File: src/common/dcache_consts.svh
// Data cache constants
// Sizes shared by the cache packages and RTL
`ifndef DCACHE_CONSTS_SVH
`define DCACHE_CONSTS_SVH

// Data and address width
`define DCACHE_XLEN 32

// Cache organisation
`define DCACHE_SETS  16  // Number of sets
`define DCACHE_WAYS  2   // Set associativity
`define DCACHE_BURST 4   // Words per line, one INCR4 burst

// Addresses with this bit set bypass the cache
`define DCACHE_UNCACHED_BIT 31

`endif

File: src/common/dcache_pkg.sv
// Data cache package
// Address fields, line storage, CPU request/response and controller states
`include "dcache_consts.svh"

package dcache_pkg;

  typedef logic [`DCACHE_XLEN-1:0]                 word_t;    // One data word
  typedef logic [`DCACHE_XLEN-1:0]                 addr_t;    // Byte address
  typedef logic [$clog2(`DCACHE_SETS)-1:0]         idx_t;     // Set index
  typedef logic [$clog2(`DCACHE_BURST)-1:0]        offs_t;    // Word in line
  typedef logic [`DCACHE_XLEN-$clog2(`DCACHE_SETS)-$clog2(`DCACHE_BURST)
                 -$clog2(`DCACHE_XLEN/8)-1:0]      tag_t;     // Line tag
  typedef logic [`DCACHE_BURST*`DCACHE_XLEN-1:0]   line_t;    // Whole line
  typedef logic [`DCACHE_WAYS-1:0]                 way_sel_t; // One-hot way

  // CPU side request, held stable until ack
  typedef struct packed {
    logic  req;
    addr_t adr;
    logic  we;
    word_t d;
  } mem_req_t;

  // CPU side response, ack is a single cycle
  typedef struct packed {
    logic  ack;
    logic  err;   // Only valid with ack
    word_t q;
  } mem_rsp_t;

  typedef enum logic [2:0] {IDLE, LOOKUP, FILL, RESPOND, WRITE, UNCACHED, FLUSH} ctrl_state_t;

endpackage

File: src/common/biu_pkg.sv
// Bus interface package
// Strobe/ack bus request and response, burst types, sequencer commands
package biu_pkg;
  import dcache_pkg::*;

  typedef enum logic {SINGLE, INCR4} biu_type_t;

  // Bus request, fields steady while waiting for ack
  typedef struct packed {
    logic      stb;
    addr_t     adr;
    logic      we;
    word_t     d;
    biu_type_t btype;
  } biu_req_t;

  // One ack per beat, q on reads
  typedef struct packed {
    logic  ack;
    logic  err;
    word_t q;
  } biu_rsp_t;

  // Controller to sequencer
  typedef enum logic [1:0] {NOP, READ_LINE, READ_WORD, WRITE_WORD} biucmd_t;

endpackage

File: src/dcache/dcache_ctrl.sv
// Data cache controller
// One request at a time through lookup, line fill, write-through or
// uncached access; holds a flush request until idle
`include "dcache_consts.svh"

module dcache_ctrl import dcache_pkg::*, biu_pkg::*; (
  input  logic     clk_i,
  input  logic     rst_ni,
  input  mem_req_t mem_req_i,
  output mem_rsp_t mem_rsp_o,
  input  logic     cache_flush_i,
  output logic     cache_flush_rdy_o,
  output logic     lookup_o,      // Start synchronous tag/data read
  output idx_t     idx_o,
  output tag_t     tag_o,
  output offs_t    offs_o,
  input  logic     hit_i,         // Valid the cycle after lookup
  input  line_t    line_i,
  output logic     fill_o,
  output line_t    fill_line_o,
  output logic     update_o,      // Write one word into the hit way
  output word_t    update_d_o,
  output logic     invalidate_o,
  output biucmd_t  biucmd_o,      // Held until done
  output addr_t    biu_adr_o,
  output word_t    biu_d_o,
  input  logic     biu_busy_i,
  input  logic     biu_done_i,
  input  logic     biu_err_i,
  input  word_t    biu_q_i,
  input  line_t    biu_line_i
);

  localparam int BYTE_W = $clog2(`DCACHE_XLEN/8);  // Byte offset bits

  ctrl_state_t state_q;
  ctrl_state_t state_d;
  mem_rsp_t    rsp_q;
  mem_rsp_t    rsp_d;
  logic        flush_pend_q;
  logic        flush_rdy_q;
  logic        flush_rdy_d;
  logic        uncached;

  // Pick one word out of a line
  function automatic word_t line_word(line_t line, offs_t offs);
    return line[offs*`DCACHE_XLEN +: `DCACHE_XLEN];
  endfunction

  //--------------------------------------------------------------------
  // Address split
  //--------------------------------------------------------------------
  assign tag_o    = mem_req_i.adr[`DCACHE_XLEN-1 -: $bits(tag_t)];
  assign idx_o    = mem_req_i.adr[BYTE_W+$bits(offs_t) +: $bits(idx_t)];
  assign offs_o   = mem_req_i.adr[BYTE_W +: $bits(offs_t)];
  assign uncached = mem_req_i.adr[`DCACHE_UNCACHED_BIT];  // Bypass region

  // Request payload straight to arrays and bus
  assign fill_line_o = biu_line_i;
  assign update_d_o  = mem_req_i.d;
  assign biu_adr_o   = mem_req_i.adr;
  assign biu_d_o     = mem_req_i.d;

  //--------------------------------------------------------------------
  // Request FSM
  //--------------------------------------------------------------------
  always_comb begin
    state_d      = state_q;
    rsp_d        = rsp_q;
    rsp_d.ack    = 1'b0;   // Single cycle pulse
    rsp_d.err    = 1'b0;
    flush_rdy_d  = 1'b0;
    lookup_o     = 1'b0;
    fill_o       = 1'b0;
    update_o     = 1'b0;
    invalidate_o = 1'b0;
    biucmd_o     = NOP;

    unique case (state_q)
      IDLE: begin
        if (!biu_busy_i) begin
          if (flush_pend_q) begin
            state_d = FLUSH;       // Flush wins over a new request
          end else if (mem_req_i.req) begin
            if (uncached) begin
              state_d = UNCACHED;
            end else begin
              lookup_o = 1'b1;
              state_d  = LOOKUP;
            end
          end
        end
      end

      LOOKUP: begin
        if (mem_req_i.we) begin
          state_d = WRITE;         // Always goes to the bus
        end else if (hit_i) begin
          rsp_d.ack = 1'b1;
          rsp_d.q   = line_word(line_i, offs_o);
          state_d   = RESPOND;
        end else begin
          state_d = FILL;
        end
      end

      FILL: begin
        biucmd_o = READ_LINE;
        if (biu_done_i) begin
          fill_o    = ~biu_err_i;  // Failed line is never validated
          rsp_d.ack = 1'b1;
          rsp_d.err = biu_err_i;
          rsp_d.q   = line_word(biu_line_i, offs_o);
          state_d   = RESPOND;
        end
      end

      WRITE: begin
        biucmd_o = WRITE_WORD;
        if (biu_done_i) begin
          update_o  = hit_i & ~biu_err_i;  // No allocate on miss
          rsp_d.ack = 1'b1;
          rsp_d.err = biu_err_i;
          state_d   = RESPOND;
        end
      end

      UNCACHED: begin
        biucmd_o = mem_req_i.we ? WRITE_WORD : READ_WORD;
        if (biu_done_i) begin
          rsp_d.ack = 1'b1;
          rsp_d.err = biu_err_i;
          rsp_d.q   = biu_q_i;
          state_d   = RESPOND;
        end
      end

      RESPOND: state_d = IDLE;     // ack high; requester drops req

      FLUSH: begin
        invalidate_o = 1'b1;
        flush_rdy_d  = 1'b1;
        state_d      = IDLE;
      end

      default: state_d = IDLE;
    endcase
  end

  always_ff @(posedge clk_i, negedge rst_ni) begin
    if (!rst_ni) begin
      state_q      <= IDLE;
      rsp_q        <= '0;
      flush_pend_q <= 1'b0;
      flush_rdy_q  <= 1'b0;
    end else begin
      state_q      <= state_d;
      rsp_q        <= rsp_d;
      flush_pend_q <= cache_flush_i | (flush_pend_q & (state_q != FLUSH));  // Hold till served
      flush_rdy_q  <= flush_rdy_d;
    end
  end

  assign mem_rsp_o         = rsp_q;
  assign cache_flush_rdy_o = flush_rdy_q;

endmodule

File: config.mk
export PLATFORM = sky130hd
export DESIGN_NAME = dcache_ctrl
export DESIGN_NICKNAME = d
export VERILOG_FILES = /design/src/common/dcache_pkg.sv /design/src/common/biu_pkg.sv /design/src/dcache/dcache_ctrl.sv
export VERILOG_INCLUDE_DIRS = /design/src /design/src/common
export SDC_FILE = /design/constraint.sdc
export NUM_CORES = 1
export LEC_CHECK = 0
export ABC_AREA = 1
export BUFFER_PORTS_ARGS = -buffer_cell sky130_fd_sc_hd__buf_2
export CORE_AREA = 2 2 253 255
export DETAILED_ROUTE_END_ITERATION = 16
export DIE_AREA = 0 0 255 257
export SLEW_MARGIN = 5
export SYNTH_ARGS = -nofsm -noshare
export SYNTH_HDL_FRONTEND = slang
export SYNTH_SLANG_ARGS = --single-unit
File: constraint.sdc
create_clock -name clk_i -period 3 [get_ports clk_i]
set_input_delay 0.6 -clock clk_i [delete_from_list [all_inputs] [get_ports clk_i]]
set_output_delay 0.6 -clock clk_i [all_outputs]
set_load 0.05 [all_outputs]
==> summary.txt <==
Outcome
  • Status: finished, final reports clean

Floorplanning
  • Initial core utilization: approximately 10%
  • Die X: 255 um
  • Die area: 65540 sq um
  • Die H: 257 um
  • Core area: 62740 sq um
  • Row count: just over 90
  • I/O pin cnt: between 600 and 700

Cells and area
  • Commonest non-fill, non-tap cell in the layout: buf_2
  • Nets: around 1700
  • Layout cells sized above 1: 39.18%
  • Core Util, Final: 12.77%
  • Layout area overhead: 25.63%
  • Most frequent cells in the layout: buf_2 (472), nand2_1 (404), nand3_1 (167), nor2_1 (137), dfrtp_1 (39)

Clock tree
  • Hold_buf cts: 0
  • CTS root buffer: clkbuf_16
  • CTS tree: built
  • Clock-pin slew on the worst setup and hold paths: about 0.070 ns
  • Post CTS Setup Buffer Count: 0
  • TritonCTS Buffers: 5
  • H-tree lvl count: 2
  • TritonCTS Sinks: 39
  • CTS resizes: 0
  • Clock Latency Late Sink: around 0.32 ns
  • Clock Path Buffers: 2

Pwr
  • Clk pwr share: 12.5%
  • Sw Share: between 60% and 70%
  • Leakage: 4.360 nW
  • Part of the power in registers: 16.4%
  • Comb power frac: 71.1%
  • Post-layout power: 5.627 mW
  • Power per cell area: 702.5 nW/um^2
  • Internal cell power: 2.163 mW
  • Maximum VDD drop: slightly below 0.5 mV
  • P_sw: roughly 3.5 mW

Route
  • Metal2 WL: 17230 um
  • Via count: 7640
  • Antenna violation net count after detailed routing: 0
  • DR iter-0 viols: 426
  • Via density: ~3.5
  • Wire per inst: 17.13 um
  • Drt pass-1 iters: 5
  • Top Layer Used: met5
  • WL met1: 14420 um
  • Met3 WL: 3622 um
  • DRT Wirelength: roughly 37000 um
  • DRC: 0

Setup path
  • Crit-path slowest cell: buf_4
  • Setup crit start kind: primary input
  • CP Class: in -> out
  • Worst-path cell chain: buf_2 > buf_4 > nand3_1 > nor2_1 > buf_2
  • Crit. End Element: output port
  • WP data arrival: 1.71 ns
  • Critical Path Max Stage Delay: 0.48 ns
  • Top cell by count, worst path: buf_2
  • Worst Path Required: 2.40 ns
  • CP max FO: 34

STA
  • RSZ-0062 raised after global routing: false
  • Final Hold Viols: 0
  • Max-slew headroom: 40.41%
  • Setup_tns: 0 ns
  • Fmax: 0.4328 GHz
  • Setup violations, final: 0
  • Period utilization: 77.01%
  • Worst Tran Pin Value: a little under 0.9 ns
  • Layout Skew: 0.004760 ns
  • Final hold slack: ~0.28 ns
  • Final Max Tran Viols: 0
  • Tmin final: 2.310 ns

Logic synthesis
  • Synth warn: 0
  • Area fraction of the dominant cell type after synthesis: 30.26%
  • Syn_area_per_cell: 5.653 sq um
  • Number of synthesized flops with an enable pin: 0
  • Mapped Area: 6376 sq um
  • Cells after Synth: 1128
  • Seq/Total Area, Yosys: 15.31%
  • Post-synth top flop: dfrtp_1
  • Synth Register Bits: 39
  • Yosys cell types: 21
  • Cell accounting for the most synthesized area: buf_4
  • Mapped Nets: 1489
  • Async SR Flop Fraction: 100.0%
  • Top post-synthesis cells by area: buf_4 (30%), nand2_1 (24%), dfrtp_1 (15%)

GRT
  • Gr ovfl total: 0
  • Initial antenna violation count: 8
  • Vias in the first global route: 7086
  • Largest net degree at the start of global routing: 64
  • All-layer global routing usage: 10.69%
  • First-pass GRT wire length: approximately 50000 um

Placement
  • DPL Wire Length: 30100 um
  • PortBufs: 474
  • Final Wtd Congestion: 0.8141

Job
  • MaxCap Viol Count: 0

Hold path
  • Hold Path Class: in -> async
Yosys cell counts, types with 2 or more instances:
master	n
dfrtp_1	39
buf_1	9
nand3_1	168
nor2_1	137
nor2_4	2
buf_4	257
inv_2	4
o21bai_1	2
buf_6	3
buf_2	24
nand2_2	2
nand2_1	404
clkbuf_1	25
o21ai_0	36
inv_1	10
registers in the layout, summed over array words and instances, names as in the netlist:
name               cells
cache_flush_rdy_o      1
flush_pend_q           1
mem_rsp_o             34
state_q                3
final timing paths:
| check | startpoint | endpoint | slack [ns] | depth (start not counted) |
|---|---|---|---|---|
| setup / recovery | biu_done_i | update_o | 0.69 | 5 |
| hold / removal | rst_ni | mem_rsp_o[22] | 0.28 | 1 |
| setup reg to reg | state_q[2] | mem_rsp_o[16] | 0.92 | 7 |
| hold reg to reg | mem_rsp_o[16] | mem_rsp_o[16] | 0.48 | 2 |
| max in group asynchronous | rst_ni | flush_pend_q | 1.90 | 2 |
| min in group clk_i | mem_rsp_o[16] | mem_rsp_o[16] | 0.48 | 2 |
final cells by class:
class / count / area [sq um]
fill: 7385 / 54730
multi-input combinational: 756 / 3147
timing repair buffer: 495 / 2597
tap: 846 / 1059
sequential: 39 / 975.9
clock buffer: 5 / 125.1
inverter: 14 / 55.05
clock inverter: 3 / 43.79
antenna: 3 / 7.507
through the flow:
step                      instance area [sq um]  setup WS, ns  std cells
final                                      8010        0.6897       2161
after global routing                       8008        0.5514       2160
after CTS                                  8003        0.6553       2158
after detailed placement                   7834        0.6254       2150
after global placement                     7834        0.6354       2150
after floorplan                            6376        0.1654       1128
routing by layer:
layer,up-vias,GRT usage (%)
li1,3647,-
met1,3373,11.99
met2,513,18.38
met3,103,3.065
met4,4,5.117
met5,-,0.7519
worst max-delay path, delay by kind of cell:
kind                   cells  cell delay (ns)
and+or+nand+nor            2             0.26
buffers and inverters      3             0.85
cell families (layout without fill, tap and decap cells):
group / count (synthesis) / after routing / synth area share, %
AOI/OAI and AO/OA: 40 / 40 / 3.257
and+or+nand+nor: 716 / 716 / 45.86
DFF: 39 / 39 / 15.31
buffers and inverters: 333 / 517 / 35.58
other: 0 / 3 / 0
power groups by stage:
| stage | combinational (mW) | clock (mW) | sequential, mW |
|---|---|---|---|
| after floorplan | 2.50 | 0 | 1.61 |
| after global placement | 4.10 | 0 | 0.932 |
| after detailed placement | 4.10 | 0 | 0.923 |
| after CTS | 4.11 | 0.756 | 0.922 |
| after global routing | 4.39 | 0.768 | 0.957 |
| final | 4.00 | 0.704 | 0.921 |
(Power assumes the default switching activity.)
