==> src/common/dcache_consts.svh <==
// Data cache constants
// Sizes shared by the cache packages and RTL
`ifndef DCACHE_CONSTS_SVH
`define DCACHE_CONSTS_SVH

// Data and address width
`define DCACHE_XLEN 32

// Cache organisation
`define DCACHE_SETS  16  // Number of sets
`define DCACHE_WAYS  2   // Set associativity
`define DCACHE_BURST 4   // Words per line, one INCR4 burst

// Addresses with this bit set bypass the cache
`define DCACHE_UNCACHED_BIT 31

`endif

==> src/common/dcache_pkg.sv <==
// Data cache package
// Address fields, line storage, CPU request/response and controller states
`include "dcache_consts.svh"

package dcache_pkg;

  typedef logic [`DCACHE_XLEN-1:0]                 word_t;    // One data word
  typedef logic [`DCACHE_XLEN-1:0]                 addr_t;    // Byte address
  typedef logic [$clog2(`DCACHE_SETS)-1:0]         idx_t;     // Set index
  typedef logic [$clog2(`DCACHE_BURST)-1:0]        offs_t;    // Word in line
  typedef logic [`DCACHE_XLEN-$clog2(`DCACHE_SETS)-$clog2(`DCACHE_BURST)
                 -$clog2(`DCACHE_XLEN/8)-1:0]      tag_t;     // Line tag
  typedef logic [`DCACHE_BURST*`DCACHE_XLEN-1:0]   line_t;    // Whole line
  typedef logic [`DCACHE_WAYS-1:0]                 way_sel_t; // One-hot way

  // CPU side request, held stable until ack
  typedef struct packed {
    logic  req;
    addr_t adr;
    logic  we;
    word_t d;
  } mem_req_t;

  // CPU side response, ack is a single cycle
  typedef struct packed {
    logic  ack;
    logic  err;   // Only valid with ack
    word_t q;
  } mem_rsp_t;

  typedef enum logic [2:0] {IDLE, LOOKUP, FILL, RESPOND, WRITE, UNCACHED, FLUSH} ctrl_state_t;

endpackage

==> src/common/biu_pkg.sv <==
// Bus interface package
// Strobe/ack bus request and response, burst types, sequencer commands
package biu_pkg;
  import dcache_pkg::*;

  typedef enum logic {SINGLE, INCR4} biu_type_t;

  // Bus request, fields steady while waiting for ack
  typedef struct packed {
    logic      stb;
    addr_t     adr;
    logic      we;
    word_t     d;
    biu_type_t btype;
  } biu_req_t;

  // One ack per beat, q on reads
  typedef struct packed {
    logic  ack;
    logic  err;
    word_t q;
  } biu_rsp_t;

  // Controller to sequencer
  typedef enum logic [1:0] {NOP, READ_LINE, READ_WORD, WRITE_WORD} biucmd_t;

endpackage

==> src/dcache/dcache_biu.sv <==
// Data cache bus sequencer
// Turns controller commands into single accesses or INCR4 line bursts
// and assembles the read beats into a line
`include "dcache_consts.svh"

module dcache_biu import dcache_pkg::*, biu_pkg::*; (
  input  logic     clk_i,
  input  logic     rst_ni,
  input  biucmd_t  biucmd_i,
  input  addr_t    adr_i,
  input  word_t    d_i,
  output logic     busy_o,     // Access in progress
  output logic     done_o,     // Final beat acked
  output logic     err_o,
  output word_t    q_o,
  output line_t    line_o,     // Complete line during the done cycle
  output biu_req_t biu_req_o,
  input  biu_rsp_t biu_rsp_i
);

  localparam addr_t LINE_MASK = addr_t'(`DCACHE_BURST*`DCACHE_XLEN/8 - 1);
  localparam addr_t WORD_INC  = addr_t'(`DCACHE_XLEN/8);

  biu_req_t req_q;
  offs_t    beat_q;     // Burst beat counter
  line_t    line_q;     // Shift buffer, newest beat on top
  logic     beat_ack;
  logic     last_beat;

  assign beat_ack  = req_q.stb & biu_rsp_i.ack;
  assign last_beat = (req_q.btype == SINGLE) | biu_rsp_i.err      // Error ends it early
                   | (beat_q == offs_t'(`DCACHE_BURST-1));

  //--------------------------------------------------------------------
  // Access sequencing
  //--------------------------------------------------------------------
  always_ff @(posedge clk_i, negedge rst_ni) begin
    if (!rst_ni) begin
      req_q  <= '0;
      beat_q <= '0;
    end else if (!req_q.stb) begin
      if (biucmd_i != NOP) begin
        req_q.stb <= 1'b1;
        req_q.we  <= (biucmd_i == WRITE_WORD);
        req_q.d   <= d_i;
        beat_q    <= '0;
        if (biucmd_i == READ_LINE) begin
          req_q.adr   <= adr_i & ~LINE_MASK;  // Burst from word 0
          req_q.btype <= INCR4;
        end else begin
          req_q.adr   <= adr_i;
          req_q.btype <= SINGLE;
        end
      end
    end else if (beat_ack) begin
      if (last_beat) begin
        req_q.stb <= 1'b0;
      end else begin
        beat_q    <= beat_q + 1'b1;
        req_q.adr <= req_q.adr + WORD_INC;    // Next beat address
      end
    end
  end

  // Read beats shift down, word 0 lands at the bottom
  always_ff @(posedge clk_i) begin
    if (beat_ack && !req_q.we) begin
      line_q <= line_o;
    end
  end

  assign line_o    = {biu_rsp_i.q, line_q[$bits(line_t)-1:`DCACHE_XLEN]};
  assign busy_o    = req_q.stb;
  assign done_o    = beat_ack & last_beat;
  assign err_o     = beat_ack & biu_rsp_i.err;
  assign q_o       = biu_rsp_i.q;
  assign biu_req_o = req_q;

endmodule

==> config.mk <==
export PLATFORM = sky130hd
export DESIGN_NAME = dcache_biu
export DESIGN_NICKNAME = d
export VERILOG_FILES = /design/src/common/dcache_pkg.sv /design/src/common/biu_pkg.sv /design/src/dcache/dcache_biu.sv
export VERILOG_INCLUDE_DIRS = /design/src /design/src/common
export SDC_FILE = /design/constraint.sdc
export NUM_CORES = 1
export LEC_CHECK = 0
export BUFFER_PORTS_ARGS = -buffer_cell sky130_fd_sc_hd__buf_2
export CORE_ASPECT_RATIO = 1.75
export CORE_UTILIZATION = 30
export CTS_CLUSTER_DIAMETER = 100
export CTS_CLUSTER_SIZE = 14
export DETAILED_ROUTE_END_ITERATION = 8
export GPL_TIMING_DRIVEN = 0
export SLEW_MARGIN = 40
export SYNTH_ARGS = -nofsm -noshare
export SYNTH_HDL_FRONTEND = slang
export SYNTH_SLANG_ARGS = --single-unit
==> constraint.sdc <==
create_clock -name clk_i -period 6.8 [get_ports clk_i]
set_input_delay 1.36 -clock clk_i [delete_from_list [all_inputs] [get_ports clk_i]]
set_output_delay 1.36 -clock clk_i [all_outputs]
set_load 0.01 [all_outputs]
==> results of run 1 <==
## placed cells by master (no fill, tap or decap), drive strengths merged, types with 3 or more instances in the layout
cell	instances
a31oi	4
buf	409
a21oi	7
o211ai	5
clkbuf	27
nor3	4
and2	4
inv	6
o21ai	21
nand3	17
xnor2	3
nand4	10
dfrtp	69
xor2	11
nor4	6
nand2	138
o311ai	6
a221o	3
clkinv	9
and3	5
a22o	3
edfxtp	96
nor2	19
## critical path: stages
cell                      delay, ns
sky130_fd_sc_hd__buf_2         0.12
sky130_fd_sc_hd__nand2_1       0.10
sky130_fd_sc_hd__buf_2         0.22
sky130_fd_sc_hd__a21oi_1       0.28
sky130_fd_sc_hd__buf_2         0.19
## registers in the layout, summed over array words and instances, names as in the netlist
register	count
beat_q	2
biu_req_o	66
busy_o	1
line_q	96
## through the flow
step	std cells	setup TNS, ns	util, %	setup slack (ns)
floorplan	540	0	-	0.605
detailed placement	1173	0	40.4	3.18
global placement	1167	-127.67	39.7	-1.35
global route	1205	0	42.9	3.11
finish	1205	0	42.9	3.16
CTS	1205	0	42.9	3.17
## cell type report
class                   count  area, um2
plain buffers              82        559
clock buffers              17        425
clock inverters            15        131
fillers                  2127      12600
inverters                   3       11.3
multi-input cells         290       1560
flip-flops and latches    165       4610
well taps                 296        370
repair buffers            337       1800
## metal layers
metal / global-route usage (%) / vias up
met4: 10.7 / 0
met3: 4.99 / 42
met1: 18.4 / 2548
met5: 0 / -
met2: 32.9 / 258
li1: - / 2553
## kinds of logic after synthesis
group / share of synthesized area, %
AOI/OAI and AO/OA: 5.97
buffers and inverters: 8.48
DFF: 68.5
muxes: 0.149
adders and majority gates: 0.372
and+or+nand+nor: 14.7
xor gates and xnor gates: 1.82
## worst paths after layout
path | startpoint | to | slack, ns | cells past startpoint
min in group asynchronous | rst_ni | biu_req_o[57] | 0.78 | 1
worst min-delay path | line_q[107] | line_q[75] | 0.44 | 0
worst max-delay path | biu_rsp_i[33] | done_o | 3.16 | 5
worst max register to register | biu_req_o[36] | biu_req_o[50] | 4.32 | 6
worst min register to register | line_q[107] | line_q[75] | 0.44 | 0
max in group asynchronous | rst_ni | beat_q[1] | 5.49 | 2
## power by group through the flow
stage	Sequential [uW]	Combinational, uW	Clock, uW
floorplan	1720	371	0
global placement	1630	980	0
detailed placement	1610	1030	0
CTS	1600	1030	952
global route	1640	1120	981
finish	1600	1010	920
==> results.sh, run 1 <==
export IMPL_status="completed"
export IMPL_buffers_from_clock_root_to_sink_at_most=2
export IMPL_final_design_area_no_fill_mm2=0.00947
export IMPL_cts_hold_fix_buffers=0
export IMPL_drt_pass1_iter_count=7
export IMPL_synth_nets=644
export IMPL_grt_pass1_wl_um=30500
export IMPL_path_class="in -> out"
export IMPL_max_slew_margin_pct=40.9
export IMPL_wl_met3_um=1260
export IMPL_cts_bufs_inserted=17
export IMPL_grt_start_max_net_pins=44
export IMPL_worst_setup_path_end_kind="output port"
export IMPL_power_share_switching_pct=35.1
export IMPL_routed_wl_met2_um=11100
export IMPL_ir_worst_vdd_mv=0.191
export IMPL_post_cts_setup_buffers=0
export IMPL_globalRouteOverflowTotal=0
export IMPL_wp_data_arrival_ns=2.28
export IMPL_ys_top_cells_by_count="sky130_fd_sc_hd__nand2_1, sky130_fd_sc_hd__edfxtp_1, sky130_fd_sc_hd__dfrtp_1, sky130_fd_sc_hd__buf_4, sky130_fd_sc_hd__nor2_1"
export IMPL_post_synth_top_count_cell="sky130_fd_sc_hd__nand2_1"
export IMPL_clock_power_share_pct=26.0
export IMPL_ys_seq_elements=165
export IMPL_die_area_mm2=0.0231
export IMPL_rsz0062_at_grt="no"
export IMPL_number_of_enable_flip_flop_cells_after_synthesis=96
export IMPL_power_internal_uw=2290
export IMPL_die_width_um=115
export IMPL_slew_viol_final=0
export IMPL_power_density_mw_per_mm2=373
export IMPL_antenna_cells_inserted=0
export IMPL_floorplan_rows=72
export IMPL_via_count_of_the_first_global_routing_pass=5354
export IMPL_timing_worst_slew_pin_value_ns=0.878
export IMPL_cts_htree_levels=4
export IMPL_max_freq_mhz=275
export IMPL_hold_slack_ns=0.436
export IMPL_post_cts_clock_slew_at_the_launch_and_capture_registers_of_the_worst_setup_and_hold_paths_ns=0.07
export IMPL_timing_final_crit_period_ns=3.64
export IMPL_yosysWarnings=0
export IMPL_ctsResizeCount=0
export IMPL_async_reset_ff_share_pct=41.8
export IMPL_dp_final_hpwl_um=15600
export IMPL_initial_utilization_pct=30.5
export IMPL_critical_path_max_fanout=10
export IMPL_gp_congestion=0.892
export IMPL_ys_flop_type="sky130_fd_sc_hd__edfxtp_1"
export IMPL_overall_fraction_of_global_route_tracks_in_use_pct=18.3
export IMPL_detailroute_via_count=5401
export IMPL_netlist_top_cell_by_area="sky130_fd_sc_hd__edfxtp_1"
export IMPL_crit_path_start_kind="primary input"
export IMPL_setup_violations=0
export IMPL_port_buffers=331
export IMPL_comb_power_share_pct=28.7
export IMPL_share_of_post_route_cells_with_drive_strength_above_1_pct=49.5
export IMPL_detailedRoute_firstIterationViolations=302
export IMPL_synth_seq_area_share_pct=68.5
export IMPL_route_final_wire_length_um=20300
export IMPL_drc_errors=0
export IMPL_hp_class="reg -> reg"
export IMPL_drv_cap=0
export IMPL_syn2layout_area_growth_pct=40.8
export IMPL_wl_per_cell_um=16.8
export IMPL_post_layout_total_power_uw=3530
export IMPL_tritoncts="built"
export IMPL_die_h_um=200
export IMPL_antenna_violations_before_repair=0
export IMPL_core_area_mm2=0.0221
export IMPL_total_leakage_power_uw=0.00442
export IMPL_dpl_instance_area_mm2=0.00892
export IMPL_num_nets_final=1000
export IMPL_finalHoldViolCount=0
export IMPL_route_antenna_remaining_nets=0
export IMPL_cts_root_buf="sky130_fd_sc_hd__clkbuf_16"
export IMPL_syn_area_per_cell_um2=12.5
export IMPL_synth_area_leaders="sky130_fd_sc_hd__edfxtp_1, sky130_fd_sc_hd__dfrtp_1, sky130_fd_sc_hd__nand2_1, sky130_fd_sc_hd__buf_4, sky130_fd_sc_hd__xor2_1"
export IMPL_synthDominantCellAreaShare_pct=42.8
export IMPL_fin_crit_sh_pct=53.5
export IMPL_total_switching_power_uw=1240
export IMPL_detailed_route_wire_length_on_metal_1_um=7180
export IMPL_skew_pair_late_insertion_delay_ns=0.45
export IMPL_syn_cell_area_mm2=0.00673
export IMPL_worst_ep_required_time_ns=5.44
export IMPL_fin_worst_skew_ns=0.00855
export IMPL_route_top_layer_used="met4"
export IMPL_cts_sink_count=165
export IMPL_detail_route_vias_per_cell=4.48
export IMPL_synth_cells=540
export IMPL_yosysUniqueCellTypes=53
export IMPL_seq_pwr_share_pct=45.2
export IMPL_floorplan_io_pins=332
Power figures use the tool's default switching activity.
==> run 2, diff against run 1 <==
clock period = 3.7 ns   (was 6.8 ns; I/O delays follow)
==> run 2 against run 1 <==
  * Sequential power up 84%
  * Die area is the same
  * Core utilization about the same
  * Combinational power up 82%
  * Sequential share of layout area is essentially flat
  * Largest power group unchanged
  * Non-clock buffer count is 1 lower
  * Register-to-register slack lost 3.3 ns
  * Power is 86% higher
  * Routed wire length decreased by 1.1%
  * Clock power increased by 95%
  * Highest routed layer unchanged
  * Critical path type is now reg -> reg
  * Cell count is essentially flat
  * Critical path depth is 3 higher
==> results.sh, run 2 (synthesis results as in run 1) <==
export IMPL_grt_start_max_net_pins=43
export IMPL_floorplan_rows=72
export IMPL_timing_reg2reg_worst_path_depth=8
export IMPL_initial_utilization_pct=30.5
export IMPL_syn2layout_area_growth_pct=40.9
export IMPL_detail_route_vias_per_cell=4.48
export IMPL_dp_final_hpwl_um=15700
export IMPL_crit_family="buffers and inverters"
export IMPL_num_nets_final=999
export IMPL_timing_worst_slew_pin_value_ns=0.766
export IMPL_via_count_of_the_first_global_routing_pass=5431
export IMPL_core_area_mm2=0.0221
export IMPL_antenna_cells_inserted=0
export IMPL_max_slew_margin_pct=48.7
export IMPL_crit_path_start_kind="register"
export IMPL_critical_path_cell_count=8
export IMPL_wl_per_cell_um=16.7
export IMPL_final_std_cells_w_o_fill=1204
export IMPL_drv_cap=0
export IMPL_globalRouteOverflowTotal=0
export IMPL_rsz0062_at_grt="no"
export IMPL_cts_root_buf="sky130_fd_sc_hd__clkbuf_16"
export IMPL_critical_path_cell_chain="buf_2, nand2_1, buf_2, nor2_4, buf_16, buf_8, buf_8, buf_8"
export IMPL_port_buffers=331
export IMPL_share_of_post_route_cells_with_drive_strength_above_1_pct=49.7
export IMPL_antenna_violations_before_repair=0
export IMPL_post_layout_total_power_uw=6570
export IMPL_critical_path_reg2reg_startpoint="busy_o"
export IMPL_status="completed"
export IMPL_wp_data_arrival_ns=2.76
export IMPL_largest_reg_flops=96
export IMPL_path_class="reg -> reg"
export IMPL_ctsResizeCount=0
export IMPL_ir_worst_vdd_mv=0.305
export IMPL_fin_worst_skew_ns=0.0100
export IMPL_critical_path_max_fanout=22
export IMPL_post_cts_setup_buffers=0
export IMPL_cts_sink_count=165
export IMPL_setup_violations=0
export IMPL_skew_pair_late_insertion_delay_ns=0.42
export IMPL_rrSetupSlack_ns=1.06
export IMPL_power_density_mw_per_mm2=693
export IMPL_fin_crit_sh_pct=71.4
export IMPL_timing_final_crit_period_ns=2.64
export IMPL_finalSetupTns_ns=0
export IMPL_dpl_cell_count=1172
export IMPL_route_antenna_remaining_nets=0
export IMPL_worst_setup_path_end_kind="register"
export IMPL_cts_bufs_inserted=17
export IMPL_largest_register="line_q"
export IMPL_detailedRoute_firstIterationViolations=272
export IMPL_crit_end="line_q[38]"
export IMPL_die_area_mm2=0.0231
export IMPL_floorplan_io_pins=332
export IMPL_drc_errors=0
export IMPL_max_freq_mhz=379
export IMPL_worst_path_largest_cell_delay_ns=0.47
export IMPL_final_common_cell="sky130_fd_sc_hd__buf_2"
export IMPL_launch_point_of_the_worst_path="busy_o"
export IMPL_overall_fraction_of_global_route_tracks_in_use_pct=17.7
export IMPL_route_final_wire_length_um=20100
export IMPL_slew_viol_final=0
export IMPL_cts_htree_levels=4
export IMPL_drt_pass1_iter_count=4
export IMPL_cts_hold_fix_buffers=0
export IMPL_detailroute_via_count=5399
export IMPL_worst_path_most_repeated_cell="sky130_fd_sc_hd__buf_8"
export IMPL_most_common_layout_cells="sky130_fd_sc_hd__buf_2, sky130_fd_sc_hd__nand2_1, sky130_fd_sc_hd__edfxtp_1"
export IMPL_tritoncts="built"
export IMPL_grt_pass1_wl_um=30100
export IMPL_timing_rr_end="line_q[38]"
export IMPL_hp_class="in -> async"
export IMPL_total_leakage_power_uw=0.00443
export IMPL_finalHoldViolCount=0
export IMPL_die_width_um=115
export IMPL_critPathSlowestCell="sky130_fd_sc_hd__nor2_4"
export IMPL_dpl_instance_area_mm2=0.00888
export IMPL_gp_congestion=0.917
export IMPL_worst_ep_required_time_ns=3.82
export IMPL_cp_buffers_inverters=6
export IMPL_post_cts_clock_slew_at_the_launch_and_capture_registers_of_the_worst_setup_and_hold_paths_ns=0.07
export IMPL_die_h_um=200
export IMPL_final_design_area_no_fill_mm2=0.00948
export IMPL_buffers_from_clock_root_to_sink_at_most=2
## run 2: metal layers
metal | global-route usage [%] | part of all wire [%]
met2 | 33.2 | 56
met5 | 0 | 0
met4 | 8.95 | 3.2
met1 | 17.5 | 35
met3 | 4.51 | 5.7
## run 2: worst min-delay path by stage
stage / cells past startpoint / endpoint
2_1_floorplan: 0 / beat_q[0]
3_3_place_gp: 0 / line_q[35]
3_5_place_dp: 0 / line_q[75]
4_1_cts: 1 / biu_req_o[61]
5_1_grt: 1 / biu_req_o[61]
6_report: 1 / biu_req_o[61]
## run 2: area by class of cell
type                    instances  area (um2)
inverters                       3        11.3
repair buffers                336        1760
fillers                      2133       12600
multi-input cells             290        1570
flip-flops and latches        165        4610
well taps                     296         370
plain buffers                  82         561
clock buffers                  19         453
clock inverters                13         144
## run 2: where the power goes
part,switching [uW],internal (uW),total [uW]
registers,414,2530,2940
clock network,754,1040,1790
logic,1100,738,1840
## run 2: metrics by stage
stage	hold WS [ns]	worst slack (ns)	util [%]
after floorplan	0.443	0.835	-
after global routing	0.190	0.875	43.0
after detailed placement	0.427	0.803	40.2
after global placement	0.424	0.0479	39.7
final	0.191	1.06	43.0
after CTS	0.175	1.04	42.9
## run 2: worst reg2reg max path: stages (launching register included)
cell	delay (ns)
sky130_fd_sc_hd__dfrtp_1	0.38
sky130_fd_sc_hd__buf_2	0.22
sky130_fd_sc_hd__nand2_1	0.13
sky130_fd_sc_hd__buf_2	0.23
sky130_fd_sc_hd__nor2_4	0.47
sky130_fd_sc_hd__buf_16	0.25
sky130_fd_sc_hd__buf_8	0.21
sky130_fd_sc_hd__buf_8	0.22
sky130_fd_sc_hd__buf_8	0.23
